--- config.mk ---
export PLATFORM = sky130hd
export DESIGN_NAME = ahb_out_stage
export DESIGN_NICKNAME = d
export VERILOG_FILES = /design/src/rtl/ahb_out_pkg.sv /design/src/rtl/ahb_data_phase.sv /design/src/rtl/ahb_out_arbiter.sv /design/src/rtl/ahb_out_mux.sv /design/src/rtl/ahb_out_stage.sv
export SDC_FILE = /design/constraint.sdc
export NUM_CORES = 1
export LEC_CHECK = 0
export BUFFER_PORTS_ARGS = -buffer_cell sky130_fd_sc_hd__buf_2
export CAP_MARGIN = 40
export CORE_AREA = 2 2 131 133
export CTS_BUF_LIST = sky130_fd_sc_hd__clkbuf_8
export DETAILED_ROUTE_END_ITERATION = 12
export DIE_AREA = 0 0 133 135
export HOLD_SLACK_MARGIN = 0.1
export PLACE_DENSITY = 0.54
export SETUP_SLACK_MARGIN = 0.1
export SYNTH_ARGS = -nofsm -noshare
export SYNTH_HDL_FRONTEND = slang
export SYNTH_HIERARCHICAL = 1
export SYNTH_SLANG_ARGS = --single-unit
export TNS_END_PERCENT = 1
--- constraint.sdc ---
create_clock -name HCLK -period 1.74 [get_ports HCLK]
set_input_delay 0.087 -clock HCLK [delete_from_list [all_inputs] [get_ports HCLK]]
set_output_delay 0.087 -clock HCLK [all_outputs]
set_load 0.02 [all_outputs]
--- src/rtl/ahb_out_pkg.sv ---
/* Shared widths and codes for the flash output stage. The port set is fixed
   to sparse ports 0, 2 and 3, so the code 2'b01 is never granted */
package ahb_out_pkg;

  // ----------------------------------------------------------
  // Bus widths
  // ----------------------------------------------------------
  typedef logic [31:0] haddr_t;   // HADDR
  typedef logic [31:0] hdata_t;   // HWDATA
  typedef logic [1:0]  htrans_t;  // HTRANS
  typedef logic [2:0]  hsize_t;   // HSIZE
  typedef logic [2:0]  hburst_t;  // HBURST
  typedef logic [3:0]  hprot_t;   // HPROT
  typedef logic [3:0]  hmaster_t; // HMASTER

  // ----------------------------------------------------------
  // Port codes, also the arbiter state
  // ----------------------------------------------------------
  typedef enum logic [1:0] {
    PORT0 = 2'b00,  // Input port 0
    PORT2 = 2'b10,  // Input port 2
    PORT3 = 2'b11   // Input port 3
  } port_code_e;

  // ----------------------------------------------------------
  // Transfer types
  // ----------------------------------------------------------
  localparam htrans_t HTRANS_IDLE   = 2'b00; // No transfer
  localparam htrans_t HTRANS_NONSEQ = 2'b10; // First beat of a transfer

  // HTRANS[1] set means NONSEQ or SEQ, i.e. a real transfer
  localparam int HTRANS_ACTIVE_BIT = 1;

endpackage

--- src/rtl/ahb_data_phase.sv ---
`timescale 1ns/100ps

/* Data-phase tracking for the shared slave. Write data follows the port of
   the last accepted address phase; ready is forced high when not selected */
module ahb_data_phase (
  input  logic                    HCLK,           // AHB clock
  input  logic                    HRESETn,        // Sync reset, active low
  input  ahb_out_pkg::port_code_e i_addr_in_port, // Address-phase grant
  input  logic                    i_hselm,        // Muxed select
  input  logic                    i_hreadyoutm,   // Ready from the slave
  input  ahb_out_pkg::hdata_t     i_wdata_op0,
  input  ahb_out_pkg::hdata_t     i_wdata_op2,
  input  ahb_out_pkg::hdata_t     i_wdata_op3,
  output logic                    o_hreadymuxm,   // Transfer advance strobe
  output ahb_out_pkg::hdata_t     o_hwdatam       // Write data to the slave
);

  ahb_out_pkg::port_code_e data_in_port; // Owner of the data phase
  logic                    slave_sel;    // Slave selected in data phase

  // ----------------------------------------------------------
  // Data-phase registers
  // ----------------------------------------------------------
  always_ff @(posedge HCLK)
  begin
    if (!HRESETn)
    begin
      data_in_port <= ahb_out_pkg::PORT0;
      slave_sel    <= 1'b0;
    end
    else if (o_hreadymuxm)
    begin
      data_in_port <= i_addr_in_port;  // Address phase moves to data phase
      slave_sel    <= i_hselm;
    end
  end

  // Slave ready only counts when it owns the data phase
  assign o_hreadymuxm = slave_sel ? i_hreadyoutm : 1'b1;

  // ----------------------------------------------------------
  // Write data mux
  // ----------------------------------------------------------
  always_comb
  begin
    case (data_in_port)
      ahb_out_pkg::PORT0: o_hwdatam = i_wdata_op0;
      ahb_out_pkg::PORT2: o_hwdatam = i_wdata_op2;
      ahb_out_pkg::PORT3: o_hwdatam = i_wdata_op3;
      default:            o_hwdatam = '0;  // Unused code
    endcase
  end

endmodule

--- src/rtl/ahb_out_arbiter.sv ---
`timescale 1ns/100ps

/* Round-robin arbiter, order 0, 2, 3, 0. Grant is held only during locked
   sequences; all state moves only when i_hreadym is high */
module ahb_out_arbiter (
  input  logic                    HCLK,           // AHB clock
  input  logic                    HRESETn,        // Sync reset, active low
  input  logic                    i_req_port0,    // Port 0 wants the slave
  input  logic                    i_req_port2,    // Port 2 wants the slave
  input  logic                    i_req_port3,    // Port 3 wants the slave
  input  logic                    i_hreadym,      // Transfer advance strobe
  input  logic                    i_hselm,        // Muxed select
  input  ahb_out_pkg::htrans_t    i_htransm,      // Muxed transfer type
  input  logic                    i_hmastlockm,   // Muxed master lock
  output ahb_out_pkg::port_code_e o_addr_in_port, // Granted port
  output logic                    o_no_port       // Nothing granted
);

  logic                    hsel_lock;      // Locked sequence under way here
  logic                    next_hsel_lock;
  logic                    hlock_arb;      // Lock masked by select
  ahb_out_pkg::port_code_e next_port;
  logic                    next_no_port;

  // ----------------------------------------------------------
  // Lock tracking
  // ----------------------------------------------------------
  // A locked master may address another region mid-sequence with its
  // select low; hsel_lock keeps the slave reserved through those cycles.
  always_comb
  begin
    if (i_hselm && i_htransm[ahb_out_pkg::HTRANS_ACTIVE_BIT] && i_hmastlockm)
      next_hsel_lock = 1'b1;       // Locked transfer accepted here
    else if (!i_hmastlockm)
      next_hsel_lock = 1'b0;       // Sequence over
    else
      next_hsel_lock = hsel_lock;
  end

  assign hlock_arb = i_hmastlockm & (hsel_lock | i_hselm);

  // ----------------------------------------------------------
  // Next grant
  // ----------------------------------------------------------
  always_comb
  begin
    next_port    = o_addr_in_port;  // Hold by default
    next_no_port = 1'b0;
    if (hlock_arb)
      next_no_port = o_no_port;     // Locked, keep everything
    else
    begin
      case (o_addr_in_port)
        ahb_out_pkg::PORT2:
        begin
          if (i_req_port3)
            next_port = ahb_out_pkg::PORT3;
          else if (i_req_port0)
            next_port = ahb_out_pkg::PORT0;
          else if (i_req_port2)
            next_port = ahb_out_pkg::PORT2;
          else
            next_no_port = 1'b1;    // Idle, grant stays
        end
        ahb_out_pkg::PORT3:
        begin
          if (i_req_port0)
            next_port = ahb_out_pkg::PORT0;
          else if (i_req_port2)
            next_port = ahb_out_pkg::PORT2;
          else if (i_req_port3)
            next_port = ahb_out_pkg::PORT3;
          else
            next_no_port = 1'b1;
        end
        default:                    // PORT0
        begin
          if (i_req_port2)
            next_port = ahb_out_pkg::PORT2;
          else if (i_req_port3)
            next_port = ahb_out_pkg::PORT3;
          else if (i_req_port0)
            next_port = ahb_out_pkg::PORT0;
          else
            next_no_port = 1'b1;
        end
      endcase
    end
  end

  // ----------------------------------------------------------
  // State registers
  // ----------------------------------------------------------
  always_ff @(posedge HCLK)
  begin
    if (!HRESETn)
    begin
      hsel_lock      <= 1'b0;
      o_addr_in_port <= ahb_out_pkg::PORT0;
      o_no_port      <= 1'b1;  // Start with the slave unowned
    end
    else if (i_hreadym)
    begin
      hsel_lock      <= next_hsel_lock;
      o_addr_in_port <= next_port;
      o_no_port      <= next_no_port;
    end
  end

endmodule

--- src/rtl/ahb_out_mux.sv ---
`timescale 1ns/100ps

/* Combinational address/control mux onto the slave. Outputs are all zero
   while no port is granted or for the unused code 2'b01 */
module ahb_out_mux (
  input  ahb_out_pkg::port_code_e i_addr_in_port, // Granted port
  input  logic                    i_no_port,      // Nothing granted
  input  logic                    i_sel_op0,
  input  ahb_out_pkg::haddr_t     i_addr_op0,
  input  ahb_out_pkg::htrans_t    i_trans_op0,
  input  logic                    i_write_op0,
  input  ahb_out_pkg::hsize_t     i_size_op0,
  input  ahb_out_pkg::hburst_t    i_burst_op0,
  input  ahb_out_pkg::hprot_t     i_prot_op0,
  input  ahb_out_pkg::hmaster_t   i_master_op0,
  input  logic                    i_mastlock_op0,
  input  logic                    i_sel_op2,
  input  ahb_out_pkg::haddr_t     i_addr_op2,
  input  ahb_out_pkg::htrans_t    i_trans_op2,
  input  logic                    i_write_op2,
  input  ahb_out_pkg::hsize_t     i_size_op2,
  input  ahb_out_pkg::hburst_t    i_burst_op2,
  input  ahb_out_pkg::hprot_t     i_prot_op2,
  input  ahb_out_pkg::hmaster_t   i_master_op2,
  input  logic                    i_mastlock_op2,
  input  logic                    i_sel_op3,
  input  ahb_out_pkg::haddr_t     i_addr_op3,
  input  ahb_out_pkg::htrans_t    i_trans_op3,
  input  logic                    i_write_op3,
  input  ahb_out_pkg::hsize_t     i_size_op3,
  input  ahb_out_pkg::hburst_t    i_burst_op3,
  input  ahb_out_pkg::hprot_t     i_prot_op3,
  input  ahb_out_pkg::hmaster_t   i_master_op3,
  input  logic                    i_mastlock_op3,
  output logic                    o_hselm,
  output ahb_out_pkg::haddr_t     o_haddrm,
  output ahb_out_pkg::htrans_t    o_htransm,
  output logic                    o_hwritem,
  output ahb_out_pkg::hsize_t     o_hsizem,
  output ahb_out_pkg::hburst_t    o_hburstm,
  output ahb_out_pkg::hprot_t     o_hprotm,
  output ahb_out_pkg::hmaster_t   o_hmasterm,
  output logic                    o_hmastlockm,
  output logic                    o_active_op0,   // Port 0 owns the slave
  output logic                    o_active_op2,   // Port 2 owns the slave
  output logic                    o_active_op3    // Port 3 owns the slave
);

  // ----------------------------------------------------------
  // Active flags, one-hot on the grant
  // ----------------------------------------------------------
  assign o_active_op0 = !i_no_port && (i_addr_in_port == ahb_out_pkg::PORT0);
  assign o_active_op2 = !i_no_port && (i_addr_in_port == ahb_out_pkg::PORT2);
  assign o_active_op3 = !i_no_port && (i_addr_in_port == ahb_out_pkg::PORT3);

  // ----------------------------------------------------------
  // Address and control mux
  // ----------------------------------------------------------
  always_comb
  begin
    o_hselm      = 1'b0;                     // Idle bus by default
    o_haddrm     = '0;
    o_htransm    = ahb_out_pkg::HTRANS_IDLE;
    o_hwritem    = 1'b0;
    o_hsizem     = '0;
    o_hburstm    = '0;
    o_hprotm     = '0;
    o_hmasterm   = '0;
    o_hmastlockm = 1'b0;
    if (!i_no_port)
    begin
      case (i_addr_in_port)
        ahb_out_pkg::PORT0:
        begin
          o_hselm      = i_sel_op0;
          o_haddrm     = i_addr_op0;
          o_htransm    = i_trans_op0;
          o_hwritem    = i_write_op0;
          o_hsizem     = i_size_op0;
          o_hburstm    = i_burst_op0;
          o_hprotm     = i_prot_op0;
          o_hmasterm   = i_master_op0;
          o_hmastlockm = i_mastlock_op0;
        end
        ahb_out_pkg::PORT2:
        begin
          o_hselm      = i_sel_op2;
          o_haddrm     = i_addr_op2;
          o_htransm    = i_trans_op2;
          o_hwritem    = i_write_op2;
          o_hsizem     = i_size_op2;
          o_hburstm    = i_burst_op2;
          o_hprotm     = i_prot_op2;
          o_hmasterm   = i_master_op2;
          o_hmastlockm = i_mastlock_op2;
        end
        ahb_out_pkg::PORT3:
        begin
          o_hselm      = i_sel_op3;
          o_haddrm     = i_addr_op3;
          o_htransm    = i_trans_op3;
          o_hwritem    = i_write_op3;
          o_hsizem     = i_size_op3;
          o_hburstm    = i_burst_op3;
          o_hprotm     = i_prot_op3;
          o_hmasterm   = i_master_op3;
          o_hmastlockm = i_mastlock_op3;
        end
        default:
          o_hselm = 1'b0;  // Code 01, keep zeros
      endcase
    end
  end

endmodule

--- src/rtl/ahb_out_stage.sv ---
`timescale 1ns/100ps

/* Output stage for the shared flash slave, fed from sparse ports 0, 2, 3.
   One cycle from request to active; write data lags by one accepted transfer */
module ahb_out_stage (
  input  logic                  HCLK,            // AHB clock
  input  logic                  HRESETn,         // Sync reset, active low
  input  logic                  i_sel_op0,       // Port 0 selects this slave
  input  ahb_out_pkg::haddr_t   i_addr_op0,
  input  ahb_out_pkg::htrans_t  i_trans_op0,
  input  logic                  i_write_op0,
  input  ahb_out_pkg::hsize_t   i_size_op0,
  input  ahb_out_pkg::hburst_t  i_burst_op0,
  input  ahb_out_pkg::hprot_t   i_prot_op0,
  input  ahb_out_pkg::hmaster_t i_master_op0,
  input  logic                  i_mastlock_op0,
  input  ahb_out_pkg::hdata_t   i_wdata_op0,
  input  logic                  i_held_tran_op0, // Port 0 holds a transfer
  input  logic                  i_sel_op2,
  input  ahb_out_pkg::haddr_t   i_addr_op2,
  input  ahb_out_pkg::htrans_t  i_trans_op2,
  input  logic                  i_write_op2,
  input  ahb_out_pkg::hsize_t   i_size_op2,
  input  ahb_out_pkg::hburst_t  i_burst_op2,
  input  ahb_out_pkg::hprot_t   i_prot_op2,
  input  ahb_out_pkg::hmaster_t i_master_op2,
  input  logic                  i_mastlock_op2,
  input  ahb_out_pkg::hdata_t   i_wdata_op2,
  input  logic                  i_held_tran_op2,
  input  logic                  i_sel_op3,
  input  ahb_out_pkg::haddr_t   i_addr_op3,
  input  ahb_out_pkg::htrans_t  i_trans_op3,
  input  logic                  i_write_op3,
  input  ahb_out_pkg::hsize_t   i_size_op3,
  input  ahb_out_pkg::hburst_t  i_burst_op3,
  input  ahb_out_pkg::hprot_t   i_prot_op3,
  input  ahb_out_pkg::hmaster_t i_master_op3,
  input  logic                  i_mastlock_op3,
  input  ahb_out_pkg::hdata_t   i_wdata_op3,
  input  logic                  i_held_tran_op3,
  input  logic                  i_hreadyoutm,    // Slave ready
  output logic                  o_active_op0,
  output logic                  o_active_op2,
  output logic                  o_active_op3,
  output logic                  o_hselm,
  output ahb_out_pkg::haddr_t   o_haddrm,
  output ahb_out_pkg::htrans_t  o_htransm,
  output logic                  o_hwritem,
  output ahb_out_pkg::hsize_t   o_hsizem,
  output ahb_out_pkg::hburst_t  o_hburstm,
  output ahb_out_pkg::hprot_t   o_hprotm,
  output ahb_out_pkg::hmaster_t o_hmasterm,
  output logic                  o_hmastlockm,
  output logic                  o_hreadymuxm,    // Ready seen by the slave
  output ahb_out_pkg::hdata_t   o_hwdatam
);

  logic                    req_port0;    // Request = held transfer for us
  logic                    req_port2;
  logic                    req_port3;
  ahb_out_pkg::port_code_e addr_in_port; // Current grant
  logic                    no_port;
  logic                    hselm;        // Internal copies fed back
  ahb_out_pkg::htrans_t    htransm;
  logic                    hmastlockm;
  logic                    hreadymuxm;

  assign req_port0 = i_held_tran_op0 & i_sel_op0;
  assign req_port2 = i_held_tran_op2 & i_sel_op2;
  assign req_port3 = i_held_tran_op3 & i_sel_op3;

  // ----------------------------------------------------------
  // Arbitration
  // ----------------------------------------------------------
  ahb_out_arbiter u_arbiter (
    .HCLK           (HCLK),
    .HRESETn        (HRESETn),
    .i_req_port0    (req_port0),
    .i_req_port2    (req_port2),
    .i_req_port3    (req_port3),
    .i_hreadym      (hreadymuxm),
    .i_hselm        (hselm),
    .i_htransm      (htransm),
    .i_hmastlockm   (hmastlockm),
    .o_addr_in_port (addr_in_port),
    .o_no_port      (no_port)
  );

  // Port buses and the remaining slave outputs match by name
  ahb_out_mux u_mux (
    .i_addr_in_port (addr_in_port),
    .i_no_port      (no_port),
    .o_hselm        (hselm),
    .o_htransm      (htransm),
    .o_hmastlockm   (hmastlockm),
    .*
  );

  // ----------------------------------------------------------
  // Data phase
  // ----------------------------------------------------------
  ahb_data_phase u_data_phase (
    .HCLK           (HCLK),
    .HRESETn        (HRESETn),
    .i_addr_in_port (addr_in_port),
    .i_hselm        (hselm),
    .i_hreadyoutm   (i_hreadyoutm),
    .i_wdata_op0    (i_wdata_op0),
    .i_wdata_op2    (i_wdata_op2),
    .i_wdata_op3    (i_wdata_op3),
    .o_hreadymuxm   (hreadymuxm),
    .o_hwdatam      (o_hwdatam)
  );

  assign o_hselm      = hselm;
  assign o_htransm    = htransm;
  assign o_hmastlockm = hmastlockm;
  assign o_hreadymuxm = hreadymuxm;

endmodule

==> impl_metrics.tcl <==
set metrics [dict create \
    ir_drop_mv 0.182 \
    cts_hold_buf 0 \
    avgRoutedWirePerCell_um 14.7 \
    worstPathCellList "clkinv_4, buf_12, a211oi_2, buf_2" \
    drt_iter0_markers 84 \
    hold_class "input pin to register" \
    fin_crit_ns 1.66 \
    pwr_density_cell_nw_per_um2 436 \
    max_stage_delay_ns 0.44 \
    worst_r2r_endpoint "u_arbiter/o_addr_in_port[1]" \
    worstRegToRegCells 6 \
    status "finished, final reports clean" \
    clk_pin_slew_ns 0.04 \
    worstHoldEndpoint "u_arbiter/o_no_port" \
    grt_max_degree 53 \
    placed_cells_incl_taps 867 \
    clock-sinks 7 \
    ys.flop_type "dfxtp_1" \
    critPathSlowestCell "dfxtp_2" \
    start_util 0.156 \
    crit_type "register to primary output" \
    critPathCaptureType "primary output" \
    fin_nets 910 \
    slew_viol_final 0 \
    gp_congestion 0.752 \
    fp.dieW_um 133 \
    clock-skew-final_ns 0.00247 \
    utilization 0.282 \
    finalWirelength_um 12900 \
    port_buffers 341 \
    fin_worst_hold_slack_ns 0.106 \
    finalSetupTns_ns 0 \
    instances_no_fill 874 \
    area_delta_synth_final_pct 80.6 \
    rsz0062_at_grt "yes" \
    die_area_sq_um 18000 \
    syn_nets 583 \
    dr.pass1.iters 4 \
    power.total_mw 2.02 \
    core_area_sq_um 16400 \
    cts_tree "built" \
    grtUsageTotal 0.126 \
    hold_violations 0 \
    final.period_utilization 0.956 \
    tightest_slew_ns 0.454 \
    via_count 3772 \
    num-fill-cells 1816 \
    final_common_cell "buf_2" \
    syn_area_per_cell_sq_um 7.80 \
    ys_ff_latch 7 \
    synth.cell_area_sq_um 2560 \
    cts_root_buf "clkbuf_8" \
    synth_cells 328 \
    min_delay_path_depth 2 \
    critPathRequiredTime_ns 1.65 \
    grt_pass1_vias 3654 \
    ant_nets 0 \
    hpwl_um 10600 \
    clockBufferDepth 2 \
    critPathArrivalTime_ns 1.58 \
    diodes 0 \
    maxSlewHeadroom 0.698 \
    ios 342 \
    ys_warn_count 6 \
    row_count 47 \
    final_cell_mix "buf_2, mux2i_1, a211oi_1" \
    p_leak_nw 2.28 \
    drv_cap 0 \
    reg2reg_from "u_arbiter/o_addr_in_port[1]" \
    synth_edf_count 0 \
    h-tree-depth 1 \
    clk_latency_ns 0.22 \
    grt_pass1_wl_um 18300 \
    fp.dieH_um 135 \
    cp_max_fo 44 \
    drc_errors 0 \
    hp-start "HRESETn" \
    antenna_found_initial 0 \
    drive_gt1_frac 0.590 \
    ys_seq_area_frac 0.0547 \
    synth.distinct_cells 35 \
    async_flop_share 0 \
    viasPerCell 4.32 \
    setup_viol 0 \
    critPathLaunchType "register" \
    numCtsBuffers 3 \
    rrSetupSlack_ns 0.13 \
    fmax_ghz 0.601 \
    grt_overflow 0 \
]
[power by group]
part / switching (mW) / leakage [nW] / internal (mW)
logic: 0.874 / 2.20 / 0.722
registers: 0.0251 / 0.0587 / 0.175
clock network: 0.0676 / 0.0269 / 0.152
[sequential cells by signal, summed over array words and instances, names as in the netlist]
name and flops:
u_arbiter/o_no_port 1, u_arbiter/hsel_lock 1, u_arbiter/o_addr_in_port 2, u_data_phase/data_in_port 2
u_data_phase/slave_sel 1
[kinds of logic (layout without fill, tap and decap cells)]
family | count (synthesis) | after routing | synth area share
AO/OA/AOI/OAI | 144 | 144 | 0.398
buffers and inverters | 43 | 369 | 0.126
flip-flops | 7 | 7 | 0.0547
multiplexers | 86 | 86 | 0.338
AND/OR/NAND/NOR | 48 | 48 | 0.0836
[through the flow]
stage,setup WS [ns],cell area (sq um)
global route,0.0279,4620
finish,0.0761,4620
global placement,0.193,4480
floorplan,-0.0742,2620
detailed placement,0.152,4480
CTS,0.0664,4590
[per-layer routing]
layer	track usage	wire (um)	part of all wire
met5	0	0	0
met4	0.0227	218	0.017
met3	0.0270	1120	0.087
met2	0.251	6650	0.52
met1	0.137	4900	0.38
[repair_timing]
item                       4_1_cts  5_1_grt
gates resized for setup          4       10
cloned                           1        0
buffers inserted                 2        0
pin swaps                        0        3
setup endpoints to repair       37       51
[Yosys cell counts, types with 2 or more instances]
master,count,area share
nor3_1,2,0.0039
clkbuf_1,17,0.025
dfxtp_1,7,0.055
buf_4,3,0.0088
mux2i_1,85,0.33
nand2_1,34,0.050
buf_6,6,0.026
buf_2,2,0.0039
a21boi_1,11,0.032
o21ai_1,30,0.059
inv_1,3,0.0044
a31oi_1,2,0.0049
nand2b_1,2,0.0049
buf_12,5,0.039
and2_1,3,0.0073
o21ai_0,3,0.0059
buf_1,2,0.0029
a21boi_0,40,0.12
nor2b_1,3,0.0073
a211oi_1,50,0.15
dlygate4sd1_1,4,0.014
[critical path, delay by kind of cell, from the launching register on]
family | cells | cell delay, ns
buffers and inverters | 3 | 0.58
flip-flops | 1 | 0.44
AO/OA/AOI/OAI | 1 | 0.30
[layout make-up]
cell class                 count  area [sq um]  area share
clock buffer                   3          41.3     0.00893
clock inverter                 1          3.75    0.000812
inverter                       4          20.0     0.00433
multi-input combinational    278          2170       0.469
sequential                     7           148      0.0319
tap                          220           275      0.0595
timing repair buffer         361          1970       0.426
[how the worst max path moves through the flow]
stage | from | endpoint | slack, ns | cells past startpoint
6_report | u_arbiter/o_addr_in_port[0] | o_haddrm[2] | 0.08 | 4
5_1_grt | u_arbiter/o_addr_in_port[1] | o_hprotm[2] | 0.03 | 5
3_3_place_gp | u_arbiter/o_addr_in_port[1] | o_hsizem[0] | 0.19 | 5
3_5_place_dp | u_arbiter/o_addr_in_port[1] | o_hsizem[0] | 0.15 | 5
2_1_floorplan | u_arbiter/o_addr_in_port[1] | u_arbiter/o_addr_in_port[0] | -0.07 | 7
4_1_cts | u_arbiter/o_addr_in_port[1] | u_arbiter/o_addr_in_port[1] | 0.07 | 6
Power figures use the tool's default switching activity.
